--- config.mk ---
export PLATFORM = sky130hd
export DESIGN_NAME = wait_responder
export DESIGN_NICKNAME = d
export VERILOG_FILES = /design/src/design/bus_pkg.sv /design/src/design/periph_map_pkg.sv /design/src/design/wait_responder.sv
export SDC_FILE = /design/constraint.sdc
export NUM_CORES = 1
export LEC_CHECK = 0
export ABC_AREA = 1
export BUFFER_PORTS_ARGS = -buffer_cell sky130_fd_sc_hd__buf_2
export CORE_AREA = 2 2 69 71
export DETAILED_ROUTE_END_ITERATION = 16
export DIE_AREA = 0 0 71 73
export PLACE_DENSITY = 0.78
export SYNTH_ARGS = -nofsm -noshare
export SYNTH_HDL_FRONTEND = slang
export SYNTH_SLANG_ARGS = --single-unit
--- constraint.sdc ---
create_clock -name clk -period 1.6 [get_ports clk]
set_clock_uncertainty 0.15 [all_clocks]
set_input_delay 0.16 -clock clk [delete_from_list [all_inputs] [get_ports clk]]
set_output_delay 0.16 -clock clk [all_outputs]
set_load 0.02 [all_outputs]
--- src/design/bus_pkg.sv ---
/*
 * bus word package
 * widths and vector types for the request and response words
 * of the single-word req/ack bus
 */
`default_nettype none

package bus_pkg;

    // word address, one step per 32-bit word
    localparam int ADDR_W = 14;

    // data word and its byte lanes
    localparam int DATA_W = 32;
    localparam int BYTE_W = 8;
    localparam int STRB_W = DATA_W / BYTE_W;

    // word address as seen on the bus
    typedef logic [ADDR_W-1:0] addr_t;

    // read or write data word
    typedef logic [DATA_W-1:0] data_t;

    // one enable per byte lane
    typedef logic [STRB_W-1:0] strb_t;

    // single byte, used for the uart transmit path
    typedef logic [BYTE_W-1:0] byte_t;

endpackage

`default_nettype wire

--- src/design/periph_map_pkg.sv ---
/*
 * peripheral map package
 * memory map, access latency, unmapped marker and the state encodings
 */
`default_nettype none

package periph_map_pkg;

    // ram fills word addresses 0 .. RAM_WORDS-1
    localparam int RAM_WORDS = 1024;
    localparam int RAM_AW = $clog2(RAM_WORDS);

    // uart transmit register sits right above the ram
    localparam bus_pkg::addr_t UART_ADDR = 14'd1024;

    // idle cycles before an access is carried out
    localparam int WAIT_CYCLES = 5;
    localparam int WAIT_W = $clog2(WAIT_CYCLES + 1);
    typedef logic [WAIT_W-1:0] wait_cnt_t;

    // read value for anything outside ram and uart
    localparam bus_pkg::data_t UNMAPPED_WORD = 32'hFFFFFF21;

    // decoded target of one access
    typedef enum logic [1:0] {RAM, UART, UNMAPPED} region_e;

    // responder sequencing
    typedef enum logic [1:0] {IDLE, WAIT, ACCESS, DONE} resp_state_e;

endpackage

`default_nettype wire

--- src/design/wait_responder.sv ---
/*
 * wait responder
 * decodes the region, waits a fixed latency, then performs the
 * ram, uart or unmapped access and signals done
 */
`default_nettype none

module wait_responder (
    input  wire logic           clk,
    input  wire logic           rst,
    input  wire logic           start,
    input  wire bus_pkg::addr_t cap_addr,
    input  wire logic           cap_rnw,
    input  wire bus_pkg::strb_t cap_be,
    input  wire bus_pkg::data_t cap_wdata,
    output logic                ram_en,
    output logic                ram_we,
    output bus_pkg::strb_t      ram_be,
    output bus_pkg::addr_t      ram_addr,
    output bus_pkg::data_t      ram_wdata,
    input  wire bus_pkg::data_t ram_rdata,
    output logic                done,
    output bus_pkg::data_t      rdata_out,
    output logic                is_uart_write,
    output bus_pkg::byte_t      wbyte
);

    import periph_map_pkg::*;

    resp_state_e state;
    region_e     region_q;
    wait_cnt_t   cnt;

    always_ff @(posedge clk) begin
        if (rst) begin
            state <= IDLE;
            cnt   <= '0;
        end else begin
            case (state)
                IDLE: begin
                    if (start) begin
                        cnt   <= wait_cnt_t'(WAIT_CYCLES);
                        state <= WAIT;
                    end
                end
                WAIT: begin
                    // last wait cycle moves on to the access
                    if (cnt == wait_cnt_t'(1)) begin
                        state <= ACCESS;
                    end else begin
                        cnt <= cnt - 1'b1;
                    end
                end
                // ram registers its read on this edge
                ACCESS: state <= DONE;
                DONE:   state <= IDLE;
                default: state <= IDLE;
            endcase
        end
    end

    // region decided once, when the access starts
    always_ff @(posedge clk) begin
        if (state == IDLE && start) begin
            if (cap_addr < RAM_WORDS) begin
                region_q <= RAM;
            end else if (cap_addr == UART_ADDR) begin
                region_q <= UART;
            end else begin
                region_q <= UNMAPPED;
            end
        end
    end

    // ram port, enabled for the single access cycle
    assign ram_en    = (state == ACCESS) && (region_q == RAM);
    assign ram_we    = !cap_rnw;
    assign ram_be    = cap_be;
    assign ram_addr  = cap_addr;
    assign ram_wdata = cap_wdata;

    // completion, one cycle after the access
    assign done          = (state == DONE);
    assign is_uart_write = done && (region_q == UART) && !cap_rnw;
    assign wbyte         = cap_wdata[7:0];

    // read return per region, uart reads as zero
    always_comb begin
        rdata_out = '0;
        if (cap_rnw) begin
            case (region_q)
                RAM:      rdata_out = ram_rdata;
                UNMAPPED: rdata_out = UNMAPPED_WORD;
                default:  rdata_out = '0;
            endcase
        end
    end

endmodule

`default_nettype wire

Word-level counts from Yosys, hierarchy flattened
Index checks and enable logic that the tools add are counted.

word-level totals
  register bits = 7
  logic and storage cells = 34
  output and inout port bits = 94

cells by class
  muxes and demuxes = 9
  add/subtract/negate cells = 1
  magnitude comparators = 1
  equal/unequal tests = 10
  reductions and logical operators = 10

operators by type and width
  operator                                                       number
  one-hot mux 32 bit (2 select lines)                            1
  two-way mux 32 bit                                             1
  == test 14 x 11 -> 1 bit (second input constant)               1
  less-than comparator 14 x 11 -> 1 bit (second input constant)  1
  one-hot mux 2 bit (4 select lines)                             1
  == test 2 bit (second input constant)                          3
  two-way mux 2 bit                                              3
  two-way mux 3 bit                                              2
  != test 2 bit (second input constant)                          3
  one-hot mux 3 bit (2 select lines)                             1
  == test 2 x 1 -> 1 bit (second input constant)                 2
  logical AND 1 bit                                              4
  logical NOT 2 bit                                              2
  == test 3 x 1 -> 1 bit (second input constant)                 1
  AND reduction 3 bit                                            1
  subtractor 3 x 1 -> 3 bit (second input constant)              1
  AND reduction 2 bit                                            1
  nonzero test 2 bit                                             1
  logical NOT 1 bit                                              1

Depth between registers and ports, before layout
  depth in word-level cells = 3
  depth in mapped cells = 8

Worst setup path before layout
No wires, ideal clock.

  path kind = flip-flop to output port
  from = register state[0]
  to = output is_uart_write
  buffers on the path = 0
  path slack = 115 ps
  stages on the path, launching flop included = 4
  arrival time = 1,175 ps
  cells stage by stage = dfxtp_1 > ha_1 > nand2_1 > nor3_1

on the way
  cells in the longest elaborated chain, start to end = 3

ends and longest elaborated chain
  what                             RTL line              text
  start: declaration               wait_responder.sv:30  resp_state_e state;
  start signal: assignment         wait_responder.sv:36  state <= IDLE;
  start signal: assignment         wait_responder.sv:43  state <= WAIT;
  start signal: assignment         wait_responder.sv:49  state <= ACCESS;
  == test 2 bit                    wait_responder.sv:83  assign done = (state == DONE);
  via done                         wait_responder.sv:22  output logic done,
  logical AND 1 bit (2 in series)  wait_responder.sv:84  assign is_uart_write = done && (region_q == UART) && !cap_rnw;
  end: declaration                 wait_responder.sv:24  output logic is_uart_write,

The timed path passes the listed nets, and every way through them passes these cells.

Worst setup path after layout
  from = register region_q[0]
  to = output rdata_out[4]

on the way
  cells in the longest elaborated chain, start to end = 3
  elaborated cells on any way between the ends = 4
  those cells by class = eq/ne: 1; mux: 2; reduce/logical: 1

ends and longest elaborated chain
  what                                                       RTL line              text
  start: declaration                                         wait_responder.sv:31  region_e region_q;
  start signal: assignment                                   wait_responder.sv:66  region_q <= RAM;
  start signal: assignment                                   wait_responder.sv:68  region_q <= UART;
  start signal: assignment                                   wait_responder.sv:70  region_q <= UNMAPPED;
  == test 2 bit / logical NOT 2 bit (equally long branches)  wait_responder.sv:91  case (region_q)
  one-hot mux 32 bit (2 select lines) (*)                    wait_responder.sv:91
  two-way mux 32 bit (*)                                     wait_responder.sv:90  if (cap_rnw) begin
  end: declaration                                           wait_responder.sv:23  output bus_pkg::data_t rdata_out,

Mark *: on every way between the ends. The rest lies on a longest branch, timed or not.

==> impl_metrics.csv <==
group,metric,value,unit
synthesis,synthesis.area,1264,µm²
sta,timing_hold_violations_final,0,
clocking,cts.sinks,7,
critical_path,timing.critical_path.from,"region_q[0]",
pwr,ir_drop,0.5570,mV
route,vias,1305,
critical_path,worst_path_dominant_cell_family,"flip-flops",
critical_path,timing.critical_path.cells,"nor2_4 > inv_6 > nor2_1 > buf_4",
pwr,power.density_cell_area,1092,nW/µm²
critical_path,r2r_slack,0.23,ns
route,drt-total-wl,3542,µm
critical_path,critPathCaptureType,"output pin",
critical_path,timing.critical_path.fanout_max,32,
final_layout,fin_nets,344,
final_layout,final-instance-count-excl-fill,304,
sta,fin_hold_ws,0.1399,ns
critical_path,path_length_in_cells_of_the_critical_path,4,
sta,worst_slew_pin_slew,0.2473,ns
placement,place_inst,299,
critical_path,worst_setup_path_endpoint,"rdata_out[4]",
grt,global_route.overflow_total,0,
floorplanning,die-width,71,µm
critical_path,start_kind,"register",
floorplanning,io_pins,180,
route,ant_nets,0,
synthesis,syn_avg_cell_area,6.076,µm²
sta,setup-violations-final,0,
critical_path,timing.critical_path.required,1.29,ns
grt,grt_max_degree,33,
critical_path,cp_num_buf_inv,2,
pwr,finalPower,1.567,mW
critical_path,worstReg2RegEnd,"cnt[1]",
final_layout,areaGrowthSynthToFinish,13.56,%
synthesis,synth.ff_latch_count,7,
sta,timing.max_slew.rel_slack,0.8336,
clocking,tritoncts,"built",
final_layout,stdcell_area,1435,µm²
floorplanning,die_h,73,µm
route,routed_wire_length_per_instance,11.65,µm
synthesis,sequential_area_share_after_synthesis,0.1267,
floorplanning,initial_cell_density_of_the_core,0.2786,
synthesis,total_of_warnings_raised_by_yosys,0,
critical_path,r2r-start,"state[0]",
grt,overall_fraction_of_global_route_tracks_in_use,0.1297,
sta,min_period_over_period,0.9689,
placement,finalWeightedCongestion,0.7993,
floorplanning,core_region_area,4536,µm²
sta,finalCriticalPeriod,1.550,ns
clocking,ctsLongestPathBuffers,2,
final_layout,layout-drive-gt1-share,0.4600,
route,detail_route.drc_violations,0,
final_layout,diodes,0,
floorplanning,floorplan.die_area,5183,µm²
clocking,insertion_delay,0.23,ns
placement,detailed_place.area,1346,µm²
job,drv.max_cap_violation_count,0,
min_path,worst_hold_startpoint,"start",
grt,via_count_of_the_first_global_routing_pass,1211,
synthesis,synthesis.nets,301,
final_layout,final_util,0.3164,
route,count_of_tritonroute_iterations_in_the_first_routing_pass,4,
clocking,clock_tree.root_cell,"sky130_fd_sc_hd__clkbuf_8",
status,outcome,"finished, final reports clean",
critical_path,worstSetupPathType,"register to output pin",
critical_path,critical-path-max-stage-delay,0.43,ns
clocking,clk_pin_slew,0.04,ns
clocking,cts_buffers,3,
route,vias_per_cell,4.293,
grt,grt_pass1_wl,5347,µm
critical_path,worst-endpoint-arrival,1.24,ns
sta,rsz0062_at_grt,"yes",
critical_path,r2r_cells,7,
synthesis,syn-instance-count,208,
critical_path,crit_slowest_cell,"sky130_fd_sc_hd__edfxtp_1",
floorplanning,fp-row-count,25,
grt,grt_antenna_before_repair,0,
min_path,min_path_type,"input port to register",
pwr,leakagePower,0.8769,nW
synthesis,yosysUniqueCellTypes,17,
route,drt_iter0_markers,27,
placement,port_buffers,99,
placement,post-dp-hpwl,2940,µm
sta,maxSlewViolCount,0,
clocking,number_of_h_tree_levels,1,
sta,max_freq,645.1,MHz
placed cells by master, fill, tap and decap left out, types with 3 or more instances in the layout:
cell type / count
sky130_fd_sc_hd__clkbuf_8: 3
sky130_fd_sc_hd__inv_1: 13
sky130_fd_sc_hd__inv_2: 3
sky130_fd_sc_hd__buf_2: 93
sky130_fd_sc_hd__ha_1: 6
sky130_fd_sc_hd__nand4_1: 3
sky130_fd_sc_hd__buf_4: 7
sky130_fd_sc_hd__nor2_1: 74
sky130_fd_sc_hd__nand3_1: 4
sky130_fd_sc_hd__nand2_1: 24
sky130_fd_sc_hd__dfxtp_1: 3
power by group:
| group | switching [mW] | internal [mW] |
|---|---|---|
| logic | 0.637 | 0.366 |
| clock network | 0.0792 | 0.173 |
| registers | 0.0527 | 0.260 |
| total | 0.769 | 0.798 |
cells in the mapped netlist:
| library cell | count | area [µm²] |
|---|---|---|
| sky130_fd_sc_hd__a21oi_1 | 2 | 10.01 |
| sky130_fd_sc_hd__buf_4 | 60 | 450.4 |
| sky130_fd_sc_hd__buf_6 | 4 | 45.04 |
| sky130_fd_sc_hd__dfxtp_1 | 5 | 100.1 |
| sky130_fd_sc_hd__edfxtp_1 | 2 | 60.06 |
| sky130_fd_sc_hd__ha_1 | 7 | 87.58 |
| sky130_fd_sc_hd__inv_1 | 14 | 52.55 |
| sky130_fd_sc_hd__inv_2 | 3 | 11.26 |
| sky130_fd_sc_hd__nand2_1 | 24 | 90.09 |
| sky130_fd_sc_hd__nand2_2 | 2 | 12.51 |
| sky130_fd_sc_hd__nand3_1 | 4 | 20.02 |
| sky130_fd_sc_hd__nand3_2 | 1 | 10.01 |
| sky130_fd_sc_hd__nand4_1 | 3 | 18.77 |
| sky130_fd_sc_hd__nor2_1 | 74 | 277.8 |
| sky130_fd_sc_hd__nor2_2 | 1 | 6.260 |
| sky130_fd_sc_hd__nor3_1 | 1 | 5.000 |
| sky130_fd_sc_hd__nor4_1 | 1 | 6.260 |
final cells by class:
cell class	instances	area (µm²)
Clock buffer	4	45.04
Fill cell	521	3100
Inverter	17	68.82
Multi-Input combinational cell	120	551.8
Sequential cell	7	162.7
Tap cell	54	67.56
Timing Repair Buffer	102	539.3
stage by stage:
stage,setup slack (ns),TNS (ns)
2_1_floorplan,0.1154,0
3_3_place_gp,0.1877,0
3_5_place_dp,0.1546,0
4_1_cts,0.01126,0
5_1_grt,-0.04159,-0.07476
6_report,0.04978,0
logic make-up (layout without fill, tap and decap cells):
kind of cell               after synthesis  after routing  share of synthesized area
buffers and inverters                   81            123                     0.4426
AOI/OAI and AO/OA                        2              2                   0.007921
DFF                                      7              7                     0.1267
adders and majority gates                7              7                    0.06930
and+or+nand+nor                        111            111                     0.3535
sequential cells by signal, summed over array words and instances (netlist names):
| name | flops |
|---|---|
| cnt | 3 |
| region_q | 2 |
| state | 2 |
worst min-delay path by stage:
stage,cells past startpoint,endpoint
after CTS,3,region_q[1]
after global placement,0,ram_be[3]
after global routing,3,region_q[1]
final,3,region_q[1]
after floorplan,1,state[1]
after detailed placement,0,ram_be[3]
layer usage:
layer	global-route usage	vias to the layer above	part of all wire
li1	-	651	-
met1	0.1517	550	0.42
met2	0.2181	85	0.43
met3	0.03315	19	0.10
met4	0.06918	0	0.039
met5	0	-	0
worst register-to-register path: cells and delay by family, from the launching register on:
| kind | cells | cell delay, ns |
|---|---|---|
| fa+ha+maj | 1 | 0.24 |
| simple gates | 4 | 0.44 |
| flops | 1 | 0.35 |
| buf+inv | 2 | 0.12 |
timing repair:
action	CTS	global route
hold buffers	1	0
pin swaps	0	1
buffers inserted	0	0
hold endpoints to repair	1	0
endpoints found under the setup margin	32	17
gates resized for setup	3	11
(Power assumes the default switching activity.)
