**src/design/bus_pkg.sv**
```systemverilog
/*
 * bus word package
 * widths and vector types for the request and response words
 * of the single-word req/ack bus
 */
`default_nettype none

package bus_pkg;

    // word address, one step per 32-bit word
    localparam int ADDR_W = 14;

    // data word and its byte lanes
    localparam int DATA_W = 32;
    localparam int BYTE_W = 8;
    localparam int STRB_W = DATA_W / BYTE_W;

    // word address as seen on the bus
    typedef logic [ADDR_W-1:0] addr_t;

    // read or write data word
    typedef logic [DATA_W-1:0] data_t;

    // one enable per byte lane
    typedef logic [STRB_W-1:0] strb_t;

    // single byte, used for the uart transmit path
    typedef logic [BYTE_W-1:0] byte_t;

endpackage

`default_nettype wire

```
**src/design/resp_driver.sv**
```systemverilog
/*
 * response driver
 * holds read data, runs ack through the return phases, strobes uart
 */
`default_nettype none

module resp_driver (
    input  wire logic           clk,
    input  wire logic           rst,
    input  wire logic           done,
    input  wire bus_pkg::data_t rdata_out,
    input  wire logic           is_uart_write,
    input  wire bus_pkg::byte_t wbyte,
    input  wire logic           req,
    output logic                ack,
    output logic                ack_low,
    output bus_pkg::data_t      rdata,
    output logic                uart_valid,
    output bus_pkg::byte_t      uart_byte
);

    // ack and the uart strobe
    always_ff @(posedge clk) begin
        if (rst) begin
            ack        <= 1'b0;
            uart_valid <= 1'b0;
        end else begin
            // strobe lines up with the rising ack
            uart_valid <= done && is_uart_write;
            if (done) begin
                ack <= 1'b1;
            end else if (ack && !req) begin
                // requester has let go, close the handshake
                ack <= 1'b0;
            end
        end
    end

    // read word stays valid for as long as ack is high
    always_ff @(posedge clk) begin
        if (done) begin
            rdata <= rdata_out;
        end
    end

    // byte held after the strobe
    always_ff @(posedge clk) begin
        if (done && is_uart_write) begin
            uart_byte <= wbyte;
        end
    end

    // tells the intake the return phase is over
    assign ack_low = !ack;

endmodule

`default_nettype wire

```
**config.mk**
```make
export PLATFORM = sky130hd
export DESIGN_NAME = resp_driver
export DESIGN_NICKNAME = d
export VERILOG_FILES = /design/src/design/bus_pkg.sv /design/src/design/resp_driver.sv
export SDC_FILE = /design/constraint.sdc
export NUM_CORES = 1
export LEC_CHECK = 0
export CAP_MARGIN = 20
export CORE_UTILIZATION = 58
export CTS_CLUSTER_SIZE = 40
export DETAILED_ROUTE_END_ITERATION = 7
export DONT_BUFFER_PORTS = 1
export GPL_ROUTABILITY_DRIVEN = 0
export PLACE_DENSITY_LB_ADDON = 0.2
export SLEW_MARGIN = 20
export SYNTH_ARGS = -nofsm -noshare
export SYNTH_HDL_FRONTEND = slang
export SYNTH_SLANG_ARGS = --single-unit
```
**constraint.sdc**
```tcl
create_clock -name clk -period 0.8 [get_ports clk]
set_input_delay 0.04 -clock clk [delete_from_list [all_inputs] [get_ports clk]]
set_output_delay 0.04 -clock clk [all_outputs]
set_load 0.005 [all_outputs]
```
# After elaboration in Yosys (flattened, before gate mapping)
# Cells that the tools add are included.
# totals
reg_bits,42
out_inout_bits,43
elab_cells,11
inputBits,45
# op_classes
reduce_logical,5
mux,2
# ops
operator,n
$logic_and 1x1->1,2
$logic_not 1->1,2
$mux 1,2
$reduce_bool 2->1,1

# Depth between registers and ports, before layout
# Gate-level depths: netlist (run 1).
# depth
depth_word,4
ltp_mapped,2

# Least setup slack after synthesis (run 1)
# OpenSTA, ideal clock, no wires.
# synth_timing
path_type,register -> register
start,register ack
end,register ack
path_stages_with_launch,3
n_path_buf,0
arrival_ns,0.461
setup_time_ns,0.114
period_less_slack_ns,0.575
setup_slack_ns,0.225
t_required_ns,0.686
cell_sequence,dfxtp_1 -> a21oi_1 -> nor2_1
# synth_between
elab_chain_len,2
# synth_lines
element,line_no,source
start: declaration,resp_driver.sv:15,"output logic ack,"
start signal: assignment,resp_driver.sv:25,ack <= 1'b0;
start signal: assignment,resp_driver.sv:31,ack <= 1'b1;
start signal: assignment,resp_driver.sv:34,ack <= 1'b0;
$logic_and 1x1->1,resp_driver.sv:32,end else if (ack && !req) begin
$reduce_bool 2->1 (no line),n/a,
# No other way between the ends.
# A chain may end at the register's enable or synchronous reset.

# Final worst setup path (run 1)
# layout_timing
start,register rdata[28]
end,output port rdata[28]
# layout_rtl
element,line_no,source
start: declaration,resp_driver.sv:17,"output bus_pkg::data_t rdata,"
start signal: assignment,resp_driver.sv:42,rdata <= rdata_out;
# No word-level cell between the ends.

==> results of run 1 <==
cell families (layout without fill, tap and decap cells):
logic type,count (synthesis),in the layout,share of synthesized area
buffers and inverters,1,50,0.00294
DFF,42,42,0.973
and+or+nand+nor,3,3,0.0206
AOI/OAI and AO/OA,1,1,0.00392
per-stage QoR:
step | power (mW) | setup WS (ns)
2_1_floorplan | 2.72 | 0.225
3_5_place_dp | 2.76 | 0.196
5_1_grt | 4.34 | -0.0707
3_3_place_gp | 2.75 | 0.205
4_1_cts | 4.12 | -0.00666
6_report | 4.20 | -0.0376
power breakdown:
part / switching, mW / internal, mW / leakage (nW) / total, mW
sequential: 0.101 / 2.60 / 0.405 / 2.70
combinational: 0.0524 / 0.143 / 0.187 / 0.195
clock: 0.661 / 0.648 / 0.0450 / 1.31
flip-flops by register name, summed over array words and instances, names as in the netlist:
register	count
uart_byte	8
ack	1
uart_valid	1
rdata	32
timing repair:
item	CTS	global route
endpoints found under the hold margin	74	33
setup endpoints to repair	4	41
gates resized for setup	1	1
buffers inserted	0	0
final timing paths:
path	startpoint	end	slack (ns)	depth (start not counted)
min reg2reg	ack	ack	0.55	2
min	done	rdata[18]	-0.20	0
max reg2reg	ack	ack	0.14	2
max	rdata[28]	rdata[28]	-0.04	0
final cells by class:
class	instances	area share
Sequential cell	42	0.691
Timing Repair Buffer	41	0.228
Clock inverter	3	0.0223
Clock buffer	5	0.0209
Tap cell	27	0.0188
Multi-Input combinational cell	4	0.0174
Inverter	1	0.00209
placed cells by master, fill, tap and decap left out, drive strengths merged:
master	Yosys	layout
nor2b	1	1
dlygate4sd3	0	41
nor2	1	1
a21oi	1	1
bufinv	0	1
clkinv	0	2
clkbuf	0	5
dfxtp	2	2
and2	1	1
edfxtp	40	40
inv	1	1
layer usage:
metal  routed length [um]  share of wire  vias to the layer above  global-route usage
li1                     -              -                      278                   -
met1                  960           0.32                      334               0.281
met2                 1670           0.56                       64               0.495
met3                  271          0.091                        8               0.115
met4                   78          0.026                        0               0.123
met5                    0              0                        -                   0
==> results_dict.tcl, run 1 <==
set metrics [dict create \
    crit_arrival_ns 0.80 \
    grt_start_max_net_pins 35 \
    outcome "complete, but fails checks" \
    failing_checks "negative hold slack, negative setup slack" \
    postPlaceCellArea_um2 1310 \
    area_growth_pct 41.0 \
    path_clk_slew_ns 0.13 \
    min_period_over_period 1.05 \
    finalCriticalPeriod_ns 0.838 \
    slew-limit-headroom 0.891 \
    fillCellCount 68 \
    avgSynthCellArea_um2 27.2 \
    power_per_cell_area_nw_per_um2 2330 \
    initial_utilization 0.631 \
    layout.nets 140 \
    routed_wirelength_um 2980 \
    ctsHoldBuffers 41 \
    worst_pin_slew_ns 0.164 \
    clock_path_buffers 2 \
    yosys_register_bits 42 \
    die_h_um 48.9 \
    max_freq_mhz 1190 \
    core_um2 2020 \
    yosys.cell_count.top_type "sky130_fd_sc_hd__edfxtp_1" \
    ys.flop_type "sky130_fd_sc_hd__edfxtp_1" \
    yosysWarningCount 0 \
    setup_viol 10 \
    dr.first_iter.drc_count 13 \
    antenna_cells_inserted 0 \
    layoutNonFillerInstCount 123 \
    grt_use_total 0.278 \
    final.setup.worst_slack_ns -0.0376 \
    skew_ns 0 \
    critical_path.endpoint_type "output port" \
    fin_tns_setup_ns -0.130 \
    power.static_leakage_nw 0.637 \
    seqCellArea_um2 1240 \
    synth-seq-area-share 0.973 \
    final_design_area_no_fill_um2 1800 \
    cap_violations 0 \
    antenna_violations_before_repair 0 \
    post_syn_area_um2 1280 \
    multiInputGateArea_um2 31.3 \
    clock_sinks 42 \
    clock_tree.root_cell "sky130_fd_sc_hd__clkbuf_4" \
    synthesis.nets 92 \
    post-synth-top-area-cell "sky130_fd_sc_hd__edfxtp_1" \
    ys_async_sr_fraction 0 \
    drt-pass1-iter-count 4 \
    crit_required_ns 0.76 \
    place_inst 74 \
    floorplan.die.width_um 48.9 \
    drt.antenna.violating_nets 0 \
    htree_num_levels 2 \
    detailroute.via_count 684 \
    max-vdd-ir-drop_mv 2.60 \
    synth.area.top_cells "sky130_fd_sc_hd__edfxtp_1 (94%), sky130_fd_sc_hd__dfxtp_1 (3.1%), sky130_fd_sc_hd__nor2b_4 (1.1%), sky130_fd_sc_hd__and2_4 (0.69%), sky130_fd_sc_hd__a21oi_1 (0.39%)" \
    synth_cell_type_count 7 \
    grt.overflow.total 0 \
    edff_count_synth 40 \
    floorplan.rows 16 \
    holdWs_ns -0.199 \
    crit_path_start_kind "register" \
    hold_viol_final 33 \
    drt-vias-per-instance 5.56 \
    cp_max_fo 1 \
    share_of_the_core_filled_with_cells_in_the_final_layout 0.890 \
    hold_path.class "primary input to register" \
    clk-insertion-delay-late_ns 0.33 \
    final_layout_size_suffix_gt1_frac 0.125 \
    ioPinCount 88 \
    tritoncts.num_buffers 5 \
    port_buffers 0 \
    synth_cells 47 \
    ys_top_cells_by_count "sky130_fd_sc_hd__edfxtp_1 (40), sky130_fd_sc_hd__dfxtp_1 (2)" \
    detail_route.drc_violations 0 \
    post-synth-top-area-fraction 0.941 \
    timing_worst_setup_path_type "register to output port" \
    final-max-slew-violation-count 0 \
    cts_tree "yes" \
    grt_setup_unrepaired "yes" \
    total_die_area_um2 2390 \
    grt_pass1_wl_um 4350 \
    wl_per_cell_um 24.3 \
    via_count_of_the_first_global_routing_pass 734 \
]
Power figures use the tool's default switching activity.
==> inputs of run 2 (changes only) <==
--- a/config.mk
+++ b/config.mk
@@ -11,7 +11,9 @@
 export DETAILED_ROUTE_END_ITERATION = 7
 export DONT_BUFFER_PORTS = 1
 export GPL_ROUTABILITY_DRIVEN = 0
+export GPL_TIMING_DRIVEN = 0
 export PLACE_DENSITY_LB_ADDON = 0.2
+export RECOVER_POWER = 50
 export SLEW_MARGIN = 20
 export SYNTH_ARGS = -nofsm -noshare
 export SYNTH_HDL_FRONTEND = slang
==> run 2 against run 1 <==
  * Global-route usage is the same
  * Non-clock buffer count is the same
  * The run still ends with negative hold slack, negative setup slack left
  * Hold slack is essentially flat
  * Sequential power is essentially flat
  * Clock power is essentially flat
  * Worst setup slack gained 0.00073 ns
  * Critical endpoint unchanged
==> results_dict.tcl, run 2 (synthesis gave the netlist of run 1 again) <==
set metrics [dict create \
    outcome "complete, but fails checks" \
    failing_checks "negative hold slack, negative setup slack" \
    seq_power_share 0.643 \
    clk-insertion-delay-late_ns 0.32 \
    commonest_cells_after_routing_fill_and_taps_aside "sky130_fd_sc_hd__dlygate4sd3_1 (41), sky130_fd_sc_hd__edfxtp_1 (40), sky130_fd_sc_hd__clkbuf_4 (5)" \
    grt_setup_unrepaired "yes" \
    antenna_violations_before_repair 0 \
    hold_viol_final 33 \
    finalCriticalPeriod_ns 0.837 \
    grt_start_max_net_pins 35 \
    holdWs_ns -0.198 \
    layout.nets 140 \
    port_buffers 0 \
    die_h_um 48.9 \
    dr.first_iter.drc_count 13 \
    detailroute.via_count 674 \
    antenna_cells_inserted 0 \
    slew-limit-headroom 0.626 \
    internal-power_mw 3.38 \
    final.setup.worst_slack_ns -0.0369 \
    fillCellCount 69 \
    drt-pass1-iter-count 4 \
    floorplan.rows 16 \
    grt_use_total 0.278 \
    power_per_cell_area_nw_per_um2 2340 \
    cts_tree "yes" \
    hold_path.class "primary input to register" \
    wl_per_cell_um 24.1 \
    drt-vias-per-instance 5.48 \
    tritoncts.num_buffers 5 \
    registers.top_by_ff_count "rdata" \
    place_ws_ns 0.196 \
    worst_pin_slew_ns 0.561 \
    cap_violations 0 \
    layoutNonFillerInstCount 123 \
    skew_ns 0 \
    final_layout_size_suffix_gt1_frac 0.115 \
    regToRegSetupSlack_ns 0.14 \
    clock_path_buffers 2 \
    total_die_area_um2 2390 \
    core_um2 2020 \
    setup_viol 7 \
    share_of_the_core_filled_with_cells_in_the_final_layout 0.889 \
    largest_registers "rdata x32, uart_byte x8" \
    initial_utilization 0.631 \
    seqCellArea_um2 1240 \
    place_inst 74 \
    netSwitchingPower_mw 0.812 \
    drt.antenna.violating_nets 0 \
    ioPinCount 88 \
    routed_wirelength_um 2970 \
    cp_max_fo 1 \
    area_growth_pct 40.8 \
    power.static_leakage_nw 0.634 \
    crit_arrival_ns 0.80 \
    final-max-slew-violation-count 0 \
    max-vdd-ir-drop_mv 2.60 \
    timing_worst_setup_path_type "register to output port" \
    critical_path.endpoint_type "output port" \
    clock_share_of_power 0.311 \
    comb_power_share 0.046 \
    min_period_over_period 1.05 \
    cts.repair_timing.setup_buffer_count 0 \
    grt.overflow.total 0 \
    clock_sinks 42 \
    ctsHoldBuffers 41 \
    floorplan.die.width_um 48.9 \
    power_switching_share 0.194 \
    crit_required_ns 0.76 \
    crit_path_start_kind "register" \
    detail_route.drc_violations 0 \
    grt_pass1_wl_um 4350 \
    multiInputGateArea_um2 28.8 \
    path_clk_slew_ns 0.13 \
    via_count_of_the_first_global_routing_pass 734 \
    largest_register_ffs 32 \
    htree_num_levels 2 \
    mostFrequentLayoutCell "sky130_fd_sc_hd__dlygate4sd3_1" \
    clock_tree.root_cell "sky130_fd_sc_hd__clkbuf_4" \
    max_freq_mhz 1190 \
]
-- run 2: cell count changes in the layout (fill, tap and decap cells not counted) --
cell	before	now
sky130_fd_sc_hd__and2_0	0	1
sky130_fd_sc_hd__and2_4	1	0
-- run 2: final timing paths --
check / start / end / depth (start not counted)
worst min register to register: ack / ack / 2
worst max register to register: ack / ack / 2
worst max-delay path: rdata[28] / rdata[28] / 0
worst min-delay path: done / rdata[18] / 0
-- run 2: final cells by class --
class,count,share of cell area
clock buffer,5,0.0209
inverter,1,0.00209
tap,27,0.0188
timing repair buffer,41,0.228
multi-input combinational,4,0.0160
sequential,42,0.692
clock inverter,3,0.0223
-- run 2: repair_timing --
item	in CTS	in global routing
hold endpoints to repair	74	33
gates cloned	0	0
gates resized for setup	1	1
endpoints found under the setup margin	4	41
-- run 2: metrics by stage --
step	area (um^2)	hold WS (ns)	power (mW)	setup TNS (ns)
after floorplan	1280	0.104	2.72	0
after global placement	1310	0.105	2.75	0
after detailed placement	1310	0.107	2.76	0
after CTS	1800	-0.190	4.12	-0.0103
after global routing	1800	-0.229	4.34	-1.45
final	1800	-0.198	4.20	-0.116
-- run 2: power groups by stage --
stage               clock [mW]  sequential (mW)  combinational (mW)
floorplan                    0             2.70              0.0176
global placement             0             2.73              0.0186
detailed placement           0             2.74              0.0198
CTS                       1.26             2.69               0.181
global route              1.43             2.71               0.204
finish                    1.31             2.70               0.193
-- run 2: per-layer routing --
layer	up-vias	part of all wire	global-route usage
li1	279	-	-
met1	322	0.32	0.281
met2	65	0.56	0.495
met3	8	0.091	0.115
met4	0	0.026	0.123
met5	-	0	0
