**src/design/bus_pkg.sv**
```systemverilog
/*
 * bus word package
 * widths and vector types for the request and response words
 * of the single-word req/ack bus
 */
`default_nettype none

package bus_pkg;

    // word address, one step per 32-bit word
    localparam int ADDR_W = 14;

    // data word and its byte lanes
    localparam int DATA_W = 32;
    localparam int BYTE_W = 8;
    localparam int STRB_W = DATA_W / BYTE_W;

    // word address as seen on the bus
    typedef logic [ADDR_W-1:0] addr_t;

    // read or write data word
    typedef logic [DATA_W-1:0] data_t;

    // one enable per byte lane
    typedef logic [STRB_W-1:0] strb_t;

    // single byte, used for the uart transmit path
    typedef logic [BYTE_W-1:0] byte_t;

endpackage

`default_nettype wire

```
**src/design/req_intake.sv**
```systemverilog
/*
 * request intake
 * accepts one four-phase request, captures its fields and pulses start
 */
`default_nettype none

module req_intake (
    input  wire logic           clk,
    input  wire logic           rst,
    input  wire logic           req,
    input  wire bus_pkg::addr_t addr,
    input  wire logic           rnw,
    input  wire bus_pkg::strb_t be,
    input  wire bus_pkg::data_t wdata,
    input  wire logic           ack_low,
    output logic                start,
    output bus_pkg::addr_t      cap_addr,
    output logic                cap_rnw,
    output bus_pkg::strb_t      cap_be,
    output bus_pkg::data_t      cap_wdata
);

    // intake sequencing, local to this block
    typedef enum logic [1:0] {IN_IDLE, IN_BUSY, IN_RELEASE} intake_state_e;

    intake_state_e state;
    // registered copy of req, the sampling point of the handshake
    logic          req_q;

    always_ff @(posedge clk) begin
        if (rst) begin
            state <= IN_IDLE;
            req_q <= 1'b0;
            start <= 1'b0;
        end else begin
            req_q <= req;
            start <= 1'b0;
            case (state)
                IN_IDLE: begin
                    // new request only once the previous ack has gone
                    if (req_q && ack_low) begin
                        start <= 1'b1;
                        state <= IN_BUSY;
                    end
                end
                IN_BUSY: begin
                    // access in flight until ack comes up
                    if (!ack_low) begin
                        state <= IN_RELEASE;
                    end
                end
                IN_RELEASE: begin
                    // req must drop and ack follow before rearming
                    if (!req_q && ack_low) begin
                        state <= IN_IDLE;
                    end
                end
                default: state <= IN_IDLE;
            endcase
        end
    end

    // request fields held for the whole access
    always_ff @(posedge clk) begin
        if (state == IN_IDLE && req_q && ack_low) begin
            cap_addr  <= addr;
            cap_rnw   <= rnw;
            cap_be    <= be;
            cap_wdata <= wdata;
        end
    end

endmodule

`default_nettype wire

```
**config.mk**
```make
export PLATFORM = sky130hd
export DESIGN_NAME = req_intake
export DESIGN_NICKNAME = d
export VERILOG_FILES = /design/src/design/bus_pkg.sv /design/src/design/req_intake.sv
export SDC_FILE = /design/constraint.sdc
export NUM_CORES = 1
export LEC_CHECK = 0
export ABC_CLOCK_PERIOD_IN_PS = 4100
export BUFFER_PORTS_ARGS = -buffer_cell sky130_fd_sc_hd__clkbuf_2
export CORE_UTILIZATION = 41
export CTS_CLUSTER_SIZE = 14
export DETAILED_ROUTE_END_ITERATION = 10
export GPL_ROUTABILITY_DRIVEN = 0
export GPL_TIMING_DRIVEN = 1
export HOLD_SLACK_MARGIN = 0.12
export PLACE_DENSITY = 0.75
export SETUP_SLACK_MARGIN = 0.3
export SYNTH_ARGS = -nofsm -noshare
export SYNTH_HDL_FRONTEND = slang
export SYNTH_SLANG_ARGS = --single-unit
```
**constraint.sdc**
```tcl
create_clock -name clk -period 4.1 [get_ports clk]
set_input_delay 0.41 -clock clk [delete_from_list [all_inputs] [get_ports clk]]
set_output_delay 0.41 -clock clk [all_outputs]
set_load 0.1 [all_outputs]
```
After elaboration in Yosys (flattened, before gate mapping):

Cells that the tools add are included.

* reductions and logical operators: 8
* mux-type cells: 5
* bitwise gates (word level): 1
* eq/ne operators: 5

Operators with widths (count)
* two-way mux 2 bit: 3
* != test 2 bit, second input constant: 3
* case mux 2 bit (3 select lines): 1
* logical AND 1 bit: 4
* AND reduction 3 bit: 1
* == test 2 x 1 -> 1 bit, second input constant: 1
* == test 2 bit, second input constant: 1
* logical NOT 2 bit: 1
* OR reduction 2 bit: 1
* logical NOT 1 bit: 1
* two-way mux 1 bit: 1
* inverter 1 bit: 1

* flip-flop bits (word level): 55
* bits of input ports: 55

Depth between registers and ports, before layout:

Gate-level depths: netlist of the first run.

* word-level depth: 4
* depth in mapped cells: 3

Worst setup path after synthesis of the first run:

OpenSTA, ideal clock, no wires.

* kind: input to register
* start: input port ack_low
* end: register cap_addr[0] (enable)
* arrival: 2.611 ns
* stages on the path: 2
* slack: 1.029 ns
* library setup time: 0.460 ns
* cells stage by stage: nand2b_4 > nor2_1

* longest elaborated chain between the ends: 1

Ends and longest elaborated chain
* start: declaration: RTL line req_intake.sv:15 `input wire logic ack_low,`
* logical AND 1 bit: RTL line req_intake.sv:65 `if (state == IN_IDLE && req_q && ack_low) begin`
* end signal: assignment: RTL line req_intake.sv:66 `cap_addr <= addr;`
* end: declaration: RTL line req_intake.sv:17 `output bus_pkg::addr_t cap_addr,`

Every way passes these cells.
A chain may end at the register's enable or synchronous reset.

Worst setup path in the final report of the first run:

* start: register state[0]
* end: register cap_addr[4] (enable)

* longest elaborated chain between the ends: 3

Ends and longest elaborated chain
* start: declaration: RTL line req_intake.sv:26 `intake_state_e state;`
* start signal: assignment: RTL line req_intake.sv:32 `state <= IN_IDLE;`
* start signal: assignment: RTL line req_intake.sv:43 `state <= IN_BUSY;`
* start signal: assignment: RTL line req_intake.sv:49 `state <= IN_RELEASE;`
* logical NOT 2 bit: RTL line req_intake.sv:65
* logical AND 1 bit (2 in series): RTL line req_intake.sv:65

Every way passes these cells.

==> results of run 1 <==
-- power breakdown --
| group | internal [mW] | switching (mW) |
|---|---|---|
| Combinational | 0.0291 | 0.124 |
| Clock | 0.117 | 0.152 |
| Sequential | 0.632 | 0.00473 |
| Total | 0.778 | 0.281 |
-- layer usage --
metal	wire, um	share of wire [%]	global-route usage, %
met5	0	0	0
met1	1210	39	15.4
met3	443	14	8.62
met2	1390	45	21.8
met4	21	0.69	3.19
-- flip-flops by register name (all words and copies together), names as in the netlist --
name,count
state,2
start,1
cap_addr,14
cap_wdata,32
cap_rnw,1
req_q,1
cap_be,4
-- kinds of logic after synthesis --
| kind of cell | synth area share, % |
|---|---|
| compound gates | 0.373 |
| buf+inv | 0.223 |
| flops | 95.9 |
| simple gates | 3.50 |
-- path summary, 6_finish.rpt --
path / startpoint / cells after the start / end
max: state[0]$_SDFFE_PP0P_ / 4 / cap_addr[4]$_DFFE_PP_
min: addr[6] / 1 / cap_addr[6]$_DFFE_PP_
max reg2reg: state[0]$_SDFFE_PP0P_ / 4 / cap_addr[4]$_DFFE_PP_
min reg2reg: req_q$_SDFF_PP0_ / 2 / state[0]$_SDFFE_PP0P_
-- cell usage in the layout, fill, tap and decap left out --
cell | Yosys | layout
clkbuf_2 | 0 | 106
clkbuf_1 | 0 | 1
dfxtp_1 | 4 | 4
nor2_1 | 3 | 2
clkbuf_8 | 0 | 5
inv_1 | 1 | 1
a31oi_1 | 1 | 1
buf_4 | 0 | 1
nand2_1 | 1 | 1
edfxtp_1 | 51 | 51
nand2b_1 | 1 | 1
nor3_1 | 2 | 2
clkinv_1 | 0 | 2
nand2b_4 | 1 | 1
nor3b_1 | 1 | 1
nor2_4 | 0 | 1
nor2b_1 | 1 | 1
-- final cells by class --
| type | instances | area [um^2] | area share, % |
|---|---|---|---|
| sequential | 55 | 1610 | 68.1 |
| timing repair buffer | 107 | 538 | 22.7 |
| multi-input combinational | 11 | 72.6 | 3.07 |
| clock buffer | 6 | 72.6 | 3.07 |
| tap | 48 | 60.1 | 2.54 |
| clock inverter | 2 | 7.51 | 0.317 |
| inverter | 1 | 3.75 | 0.159 |
==> flow_summary.toml, run 1 <==
[status]
outcome = "completed"

[routing]
routed_wl_mm = 3.06
num_vias = 1004
vias_per_cell = 4.37
firstDrtPassIters = 4
wl_per_cell_um = 13.3
first_iter_violations = 33
drc = 0
drtAntennaViolNets = 0

[pwr]
power_mw = 1.06
pwr_density_cell_nw_per_um2 = 447
peakVddDrop_mv = 0.263
p_leak_nw = 1.01

[layout]
final_nets = 236
finalInstanceArea_um2 = 2370
diodes = 0
syn2layout_area_growth_pct = 40.8
finalNonFillerCells = 230
utilization_pct = 62.3
fill_cells = 302
drive_above_1_share_pct = 62.6

[synth]
syn_area_per_cell_um2 = 25.1
ys_seq_area_share_pct = 95.9
synth_edf_count = 51
netlist_area_um2 = 1680
syn_nets = 122
ys_ff_latch = 55
synth.most_common_cell = "edfxtp_1"
yosysTopAreaCellShare_pct = 91.1
synth_flop_cell = "edfxtp_1"
synth_common_cells = "edfxtp_1, dfxtp_1, nor2_1, nor3_1"
async_flop_share_pct = 0
yosysWarnings = 0
syn_inst = 67
yosysTopAreaCell = "edfxtp_1"
synth.distinct_cells = 11
synth.area.top_cells = "edfxtp_1, dfxtp_1, nand2b_4"

[worst_setup_path]
path_max_fanout = 31
critPathMaxStageDelay_ns = 0.46
critPathKind = "reg -> reg"
cp_data_arrival_time_ns = 1.72
cp_cell_sequence = "inv_1 -> nand2_1 -> nor2_4 -> buf_4"
worst-path-buf-inv = 2
r2r_slack_ns = 2.33
crit_path_end_kind = "register"
cp_slowest_cell = "buf_4"
cp-start-kind = "register"
cp_top_family = "simple AND/OR/NAND/NOR gates"
worst_ep_required_time_ns = 4.05

[sta]
fin_ws_ns = 2.33
grt_setup_unrepaired = "no"
hold_viol = 0
slew_violations = 0
tightest_slew_ns = 0.551
slew_headroom_pct = 63.2
finClkSkew_ns = 0.00671
fmax_ghz = 0.565
finalSetupViolCount = 0
whs_ns = 0.285
period_needed_ns = 1.77
period_share_pct = 43.2
setup_tns_ns = 0

[placed_design]
io_buffers = 106
dp_hpwl_mm = 2.41
post-place-ws_ns = 2.18
dpl_cell_area_um2 = 2290
place_inst = 222

[clock_network]
clk_pin_slew_ns = 0.09
cts-resized-gates = 0
cts_sinks = 55
cts_max_path_buffers = 2
cts-root-buf = "clkbuf_8"
cts_made_buffers = 5
hold_buffers = 0
cts_max_level = 2
clock_latency_ns = 0.29
cts_setup_buffers = 0
cts_tree = "done"

[die]
die_h_um = 66.0
floorplan.initialDensity_pct = 44.2
core_area_um2 = 3800
row_count = 22
num_io_pins = 107
die_x_um = 66.0
die_area_um2 = 4360

[global_route]
grt_pass1_vias = 983
grt_usage_pct = 13.7
antenna_found_initial = 0
grt_max_degree = 32
grt_first_pass_wirelength_mm = 4.33
grt_overflow_total = 0

[worst_hold_path]
holdCritPathClass = "in -> reg"

[job]
drv_cap = 0
No activity file was read; power rests on OpenSTA's default activity.
==> inputs of run 2 (changes only) <==
--- a/config.mk
+++ b/config.mk
@@ -5,7 +5,8 @@
 export SDC_FILE = /design/constraint.sdc
 export NUM_CORES = 1
 export LEC_CHECK = 0
-export ABC_CLOCK_PERIOD_IN_PS = 4100
+export ABC_AREA = 1
+export ABC_CLOCK_PERIOD_IN_PS = 1700
 export BUFFER_PORTS_ARGS = -buffer_cell sky130_fd_sc_hd__clkbuf_2
 export CORE_UTILIZATION = 41
 export CTS_CLUSTER_SIZE = 14
==> constraint.sdc (replaced) <==
create_clock -name clk -period 1.7 [get_ports clk]
set_input_delay 0.17 -clock clk [delete_from_list [all_inputs] [get_ports clk]]
set_output_delay 0.17 -clock clk [all_outputs]
set_load 0.1 [all_outputs]
==> run 2 against run 1 <==
  * Flip-flop and latch count unchanged
  * Power rose to 2.7 times the previous value
  * Utilization up 15 points
  * Synthesized area unchanged
  * Synthesized cell count up 7.5%
  * Worst setup slack worse by 1.9 ns
  * Sequential power up 140%
  * Final cell count up 25%
  * Critical path depth down 3
  * Global-route usage up 4.4 points
  * First-iteration DRC count rose to 2.8 times the previous value
==> flow_summary.toml, run 2 <==
[layout]
drive_above_1_share_pct = 49.6
final_nets = 295
final_cell_mix = "clkbuf_2, dlygate4sd3_1, edfxtp_1, nor2_1, clkbuf_8"
fill_cells = 234
syn2layout_area_growth_pct = 75.1
top_register = "cap_wdata"
top_regs = "cap_wdata: 32 flops, cap_addr: 14 flops, cap_be: 4 flops"
largest_register_ffs = 32
regArea_um2 = 1610
multi_input_area_um2 = 63.8
finalInstanceArea_um2 = 2940
layout_commonest_cell = "clkbuf_2"
utilization_pct = 77.4
diodes = 0

[sta]
finClkSkew_ns = 0.00302
finalSetupViolCount = 0
setup_tns_ns = 0
fmax_ghz = 0.770
period_share_pct = 76.4
slew_violations = 0
fin_ws_ns = 0.402
hold_viol = 0
slew_headroom_pct = 62.0
tightest_slew_ns = 0.572
whs_ns = 0.150
grt_setup_unrepaired = "no"
period_needed_ns = 1.30

[pwr]
pwr_density_cell_nw_per_um2 = 954
peakVddDrop_mv = 0.567
power_switching_uw = 703
pwr-share-seq_pct = 54.7
combPwrFrac_pct = 16.7
clkPwrFrac_pct = 28.6
swShare_pct = 25.1
p_leak_nw = 1.27
p_int_mw = 2.10

[worst_hold_path]
holdCritPathClass = "in -> reg"

[die]
die_area_um2 = 4360
core_area_um2 = 3800
die_x_um = 66.0
num_io_pins = 107
die_h_um = 66.0
row_count = 22
floorplan.initialDensity_pct = 44.2

[placed_design]
io_buffers = 106
dp_hpwl_mm = 2.52
post-place-ws_ns = 0.344
dpl_cell_area_um2 = 2300

[routing]
vias_per_cell = 4.26
first_iter_violations = 91
drtAntennaViolNets = 0
firstDrtPassIters = 3
num_vias = 1228
wl_per_cell_um = 13.5
routed_wl_mm = 3.89
drc = 0

[clock_network]
cts-root-buf = "clkbuf_8"
cts_sinks = 55
cts_max_level = 2
clk_pin_slew_ns = 0.09
cts_made_buffers = 5
cts_tree = "done"
cts_max_path_buffers = 2
clock_latency_ns = 0.30
cts_setup_buffers = 0

[synth]
syn_inst = 72
ys_seq_area_share_pct = 95.9
synth_flop_cell = "edfxtp_1"
yosysWarnings = 0
yosysTopAreaCell = "edfxtp_1"
yosysTopAreaCellShare_pct = 91.1
netlist_area_um2 = 1680
async_flop_share_pct = 0
synth.area.top_cells = "edfxtp_1, dfxtp_1, nor2_1"
synth.distinct_cells = 9
synth_common_cells = "edfxtp_1, nor2_1, dfxtp_1, inv_1, nand2_1"
synth.most_common_cell = "edfxtp_1"
syn_area_per_cell_um2 = 23.3
syn_nets = 127
ys_ff_latch = 55
synth_edf_count = 51

[global_route]
grt_overflow_total = 0
grt_first_pass_wirelength_mm = 5.48
grt_pass1_vias = 1230
grt_max_degree = 38
grt_usage_pct = 18.1
antenna_found_initial = 0

[worst_setup_path]
cp-start-kind = "register"
cp_top_family = "buffers and inverters"
cp_slowest_cell = "clkbuf_2"
cp_data_arrival_time_ns = 1.13
crit_path_end_kind = "output pin"
path_max_fanout = 1
critPathKind = "reg -> out"
critPathMaxStageDelay_ns = 0.47
cp_cell_sequence = "clkbuf_2"
worst-path-buf-inv = 1
worst_ep_required_time_ns = 1.53

[job]
drv_cap = 0

[status]
outcome = "completed"
## run 2: cell types whose count changed after synthesis, sizes merged
cell | previous run | this run
a21oi | 0 | 1
a31oi | 1 | 0
inv | 1 | 5
nand2 | 1 | 3
nand2b | 2 | 0
nand3 | 0 | 2
nor2 | 3 | 5
nor2b | 1 | 0
nor3 | 2 | 1
nor3b | 1 | 0
## run 2: repair_timing
action	in CTS	in global routing
setup endpoints to repair	0	37
hold buffers	53	0
endpoints found under the hold margin	52	0
gates resized for setup	0	1
## run 2: cells by family after synthesis
family                 after synthesis  synth area share (%)
AND/OR/NAND/NOR                     11                  2.68
buffers and inverters                5                  1.12
flip-flops                          55                  95.9
AO/OA/AOI/OAI                        1                 0.298
## run 2: cell type report
| type | count | area share (%) |
|---|---|---|
| well taps | 48 | 2.04 |
| clock buffers | 5 | 2.34 |
| flip-flops and latches | 55 | 54.8 |
| multi-input cells | 12 | 2.17 |
| repair buffers | 161 | 36.7 |
| clock inverters | 2 | 1.28 |
| inverters | 5 | 0.638 |
## run 2: per-stage QoR
stage | power, mW | std cells
detailed placement | 1.94 | 228
floorplan | 1.84 | 72
finish | 2.81 | 288
global route | 2.91 | 288
CTS | 2.84 | 288
global placement | 1.93 | 228
## run 2: worst paths after layout
path / startpoint / to / slack (ns) / cells after the start
worst max-delay path: cap_wdata[23]$_DFFE_PP_ / cap_wdata[23] / 0.40 / 1
worst min-delay path: ack_low / state[0]$_SDFFE_PP0P_ / 0.15 / 3
worst max register to register: state[0]$_SDFFE_PP0P_ / cap_wdata[29]$_DFFE_PP_ / 0.44 / 4
worst min register to register: req_q$_SDFF_PP0_ / state[0]$_SDFFE_PP0P_ / 0.50 / 2
## run 2: routing by layer
layer	wire length (um)	part of all wire, %	global-route usage [%]	up-vias
met4	43	1.1	5.59	0
met3	375	9.7	5.52	6
met2	2030	52	34.4	76
li1	-	-	-	601
met5	0	0	0	-
met1	1440	37	18.7	545
## run 2: power by group through the flow
stage | clock, mW | combinational, mW | sequential, mW
floorplan | 0 | 0.0240 | 1.81
global placement | 0 | 0.365 | 1.56
detailed placement | 0 | 0.371 | 1.57
CTS | 0.838 | 0.467 | 1.54
global route | 0.880 | 0.490 | 1.54
finish | 0.802 | 0.469 | 1.54
==> inputs of run 3 (changes only) <==
--- a/config.mk
+++ b/config.mk
@@ -6,15 +6,15 @@
 export NUM_CORES = 1
 export LEC_CHECK = 0
 export ABC_AREA = 1
-export ABC_CLOCK_PERIOD_IN_PS = 1700
+export ABC_CLOCK_PERIOD_IN_PS = 1190
 export BUFFER_PORTS_ARGS = -buffer_cell sky130_fd_sc_hd__clkbuf_2
-export CORE_UTILIZATION = 41
+export CORE_UTILIZATION = 37
 export CTS_CLUSTER_SIZE = 14
 export DETAILED_ROUTE_END_ITERATION = 10
 export GPL_ROUTABILITY_DRIVEN = 0
 export GPL_TIMING_DRIVEN = 1
 export HOLD_SLACK_MARGIN = 0.12
-export PLACE_DENSITY = 0.75
+export PLACE_DENSITY = 0.71
 export SETUP_SLACK_MARGIN = 0.3
 export SYNTH_ARGS = -nofsm -noshare
 export SYNTH_HDL_FRONTEND = slang
==> constraint.sdc (replaced) <==
create_clock -name clk -period 1.19 [get_ports clk]
set_input_delay 0.119 -clock clk [delete_from_list [all_inputs] [get_ports clk]]
set_output_delay 0.119 -clock clk [all_outputs]
set_load 0.1 [all_outputs]
==> run 3 against run 2 <==
  * The flow now finishes with violations (negative setup slack)
  * Sequential share of layout area decreased by 13 points
  * Highest routed layer unchanged
  * Critical path type is now reg -> reg
  * Power is 46% higher
  * Utilization increased by 11 points
==> flow_summary.toml, run 3 (synthesis gave the netlist of run 2 again) <==
[status]
outcome = "complete, but fails checks"
violations = "negative setup slack"

[clock_network]
cts_made_buffers = 5
cts_max_path_buffers = 2
cts_max_level = 2
cts_tree = "done"
clock_latency_ns = 0.30
clk_pin_slew_ns = 0.10
cts_sinks = 55
cts-root-buf = "clkbuf_8"

[worst_setup_path]
cp_data_arrival_time_ns = 1.34
worst_ep_required_time_ns = 1.22
path_max_fanout = 7
cp-start-kind = "register"
critPathKind = "reg -> reg"
crit_path_end_kind = "register"

[routing]
drc = 0
drtAntennaViolNets = 0
vias_per_cell = 4.60
routed_wl_mm = 6.01
wl_per_cell_um = 19.8
firstDrtPassIters = 4
first_iter_violations = 129
num_vias = 1398

[layout]
largest_register_ffs = 32
top_register = "cap_wdata"
finalInstanceArea_um2 = 3860
top_regs = "cap_wdata: 32 flops, cap_addr: 14 flops, cap_be: 4 flops"
final_nets = 306
final_cell_mix = "dlygate4sd3_1, clkbuf_2, buf_12, edfxtp_1"
syn2layout_area_growth_pct = 130
utilization_pct = 88.7
fill_cells = 173
drive_above_1_share_pct = 53.2
multi_input_area_um2 = 88.8
diodes = 0
regArea_um2 = 1620

[sta]
finClkSkew_ns = 0.00720
setup_tns_ns = -4.31
whs_ns = 0.226
hold_viol = 0
fmax_ghz = 0.760
grt_setup_unrepaired = "yes"
slew_violations = 0
slew_headroom_pct = 84.6
fin_ws_ns = -0.125
finalSetupViolCount = 51
period_needed_ns = 1.32
tightest_slew_ns = 0.230
period_share_pct = 111

[placed_design]
post-place-ws_ns = -0.0302
io_buffers = 106
dp_hpwl_mm = 2.65
dpl_cell_area_um2 = 3100

[global_route]
use_met3_pct = 7.12
grt_pass1_vias = 1517
grt_busiest_layer = "met2"
antenna_found_initial = 0
grt_first_pass_wirelength_mm = 7.55
grt_usage_pct = 21.9
use_met1_pct = 21.4
use_met2_pct = 39.4
grt_max_degree = 16
grt_overflow_total = 0

[die]
die_x_um = 69.4
floorplan.initialDensity_pct = 38.6
core_area_um2 = 4350
die_area_um2 = 4810
row_count = 24
num_io_pins = 107
die_h_um = 69.4

[pwr]
pwr_density_cell_nw_per_um2 = 1060
peakVddDrop_mv = 0.970
p_leak_nw = 1.60

[job]
drv_cap = 0

[worst_hold_path]
holdCritPathClass = "in -> reg"
## run 3: timing repair
item / in CTS / in global routing
endpoints found under the hold margin: 55 / 0
endpoints found under the setup margin: 103 / 106
hold buffers: 54 / 0
setup buffers: 5 / 2
pin swaps: 0 / 1
gates resized for setup: 8 / 14
gates cloned: 1 / 0
## run 3: power by group
group          total (mW)  internal, mW  switching [mW]
Sequential           2.23          2.18          0.0487
Clock               0.982         0.404           0.579
Combinational       0.887         0.394           0.493
## run 3: stage by stage
stage / instances / power (mW)
3_3_place_gp: 234 / 2.93
6_report: 304 / 4.10
3_5_place_dp: 234 / 2.94
2_1_floorplan: 72 / 2.63
4_1_cts: 302 / 4.03
5_1_grt: 304 / 4.21
## run 3: per-layer routing
metal	part of all wire, %	wire (um)	vias to the layer above
met2	54	3260	89
met4	4.1	246	0
met5	0	0	-
li1	-	-	627
met3	6.7	401	19
met1	35	2100	663
## run 3: critical path, stage by stage (launching register included)
cell and delay (ns):
dfxtp_1 0.38, nor3_4 0.28, buf_4 0.17, buf_6 0.09, buf_6 0.12
## run 3: final timing paths
check	cells after the start	slack, ns	end	start
setup / recovery	4	-0.13	cap_rnw$_DFFE_PP_	state[1]$_SDFFE_PP0P_
hold / removal	4	0.23	state[1]$_SDFFE_PP0P_	ack_low
setup reg to reg	4	-0.13	cap_rnw$_DFFE_PP_	state[1]$_SDFFE_PP0P_
hold reg to reg	2	0.60	state[1]$_SDFFE_PP0P_	req_q$_SDFF_PP0_
## run 3: layout make-up
type / count / area share (%)
tap: 52 / 1.69
clock buffer: 6 / 1.88
timing repair buffer: 172 / 51.6
multi-input combinational: 12 / 2.30
clock inverter: 2 / 0.194
inverter: 5 / 0.486
sequential: 55 / 41.8
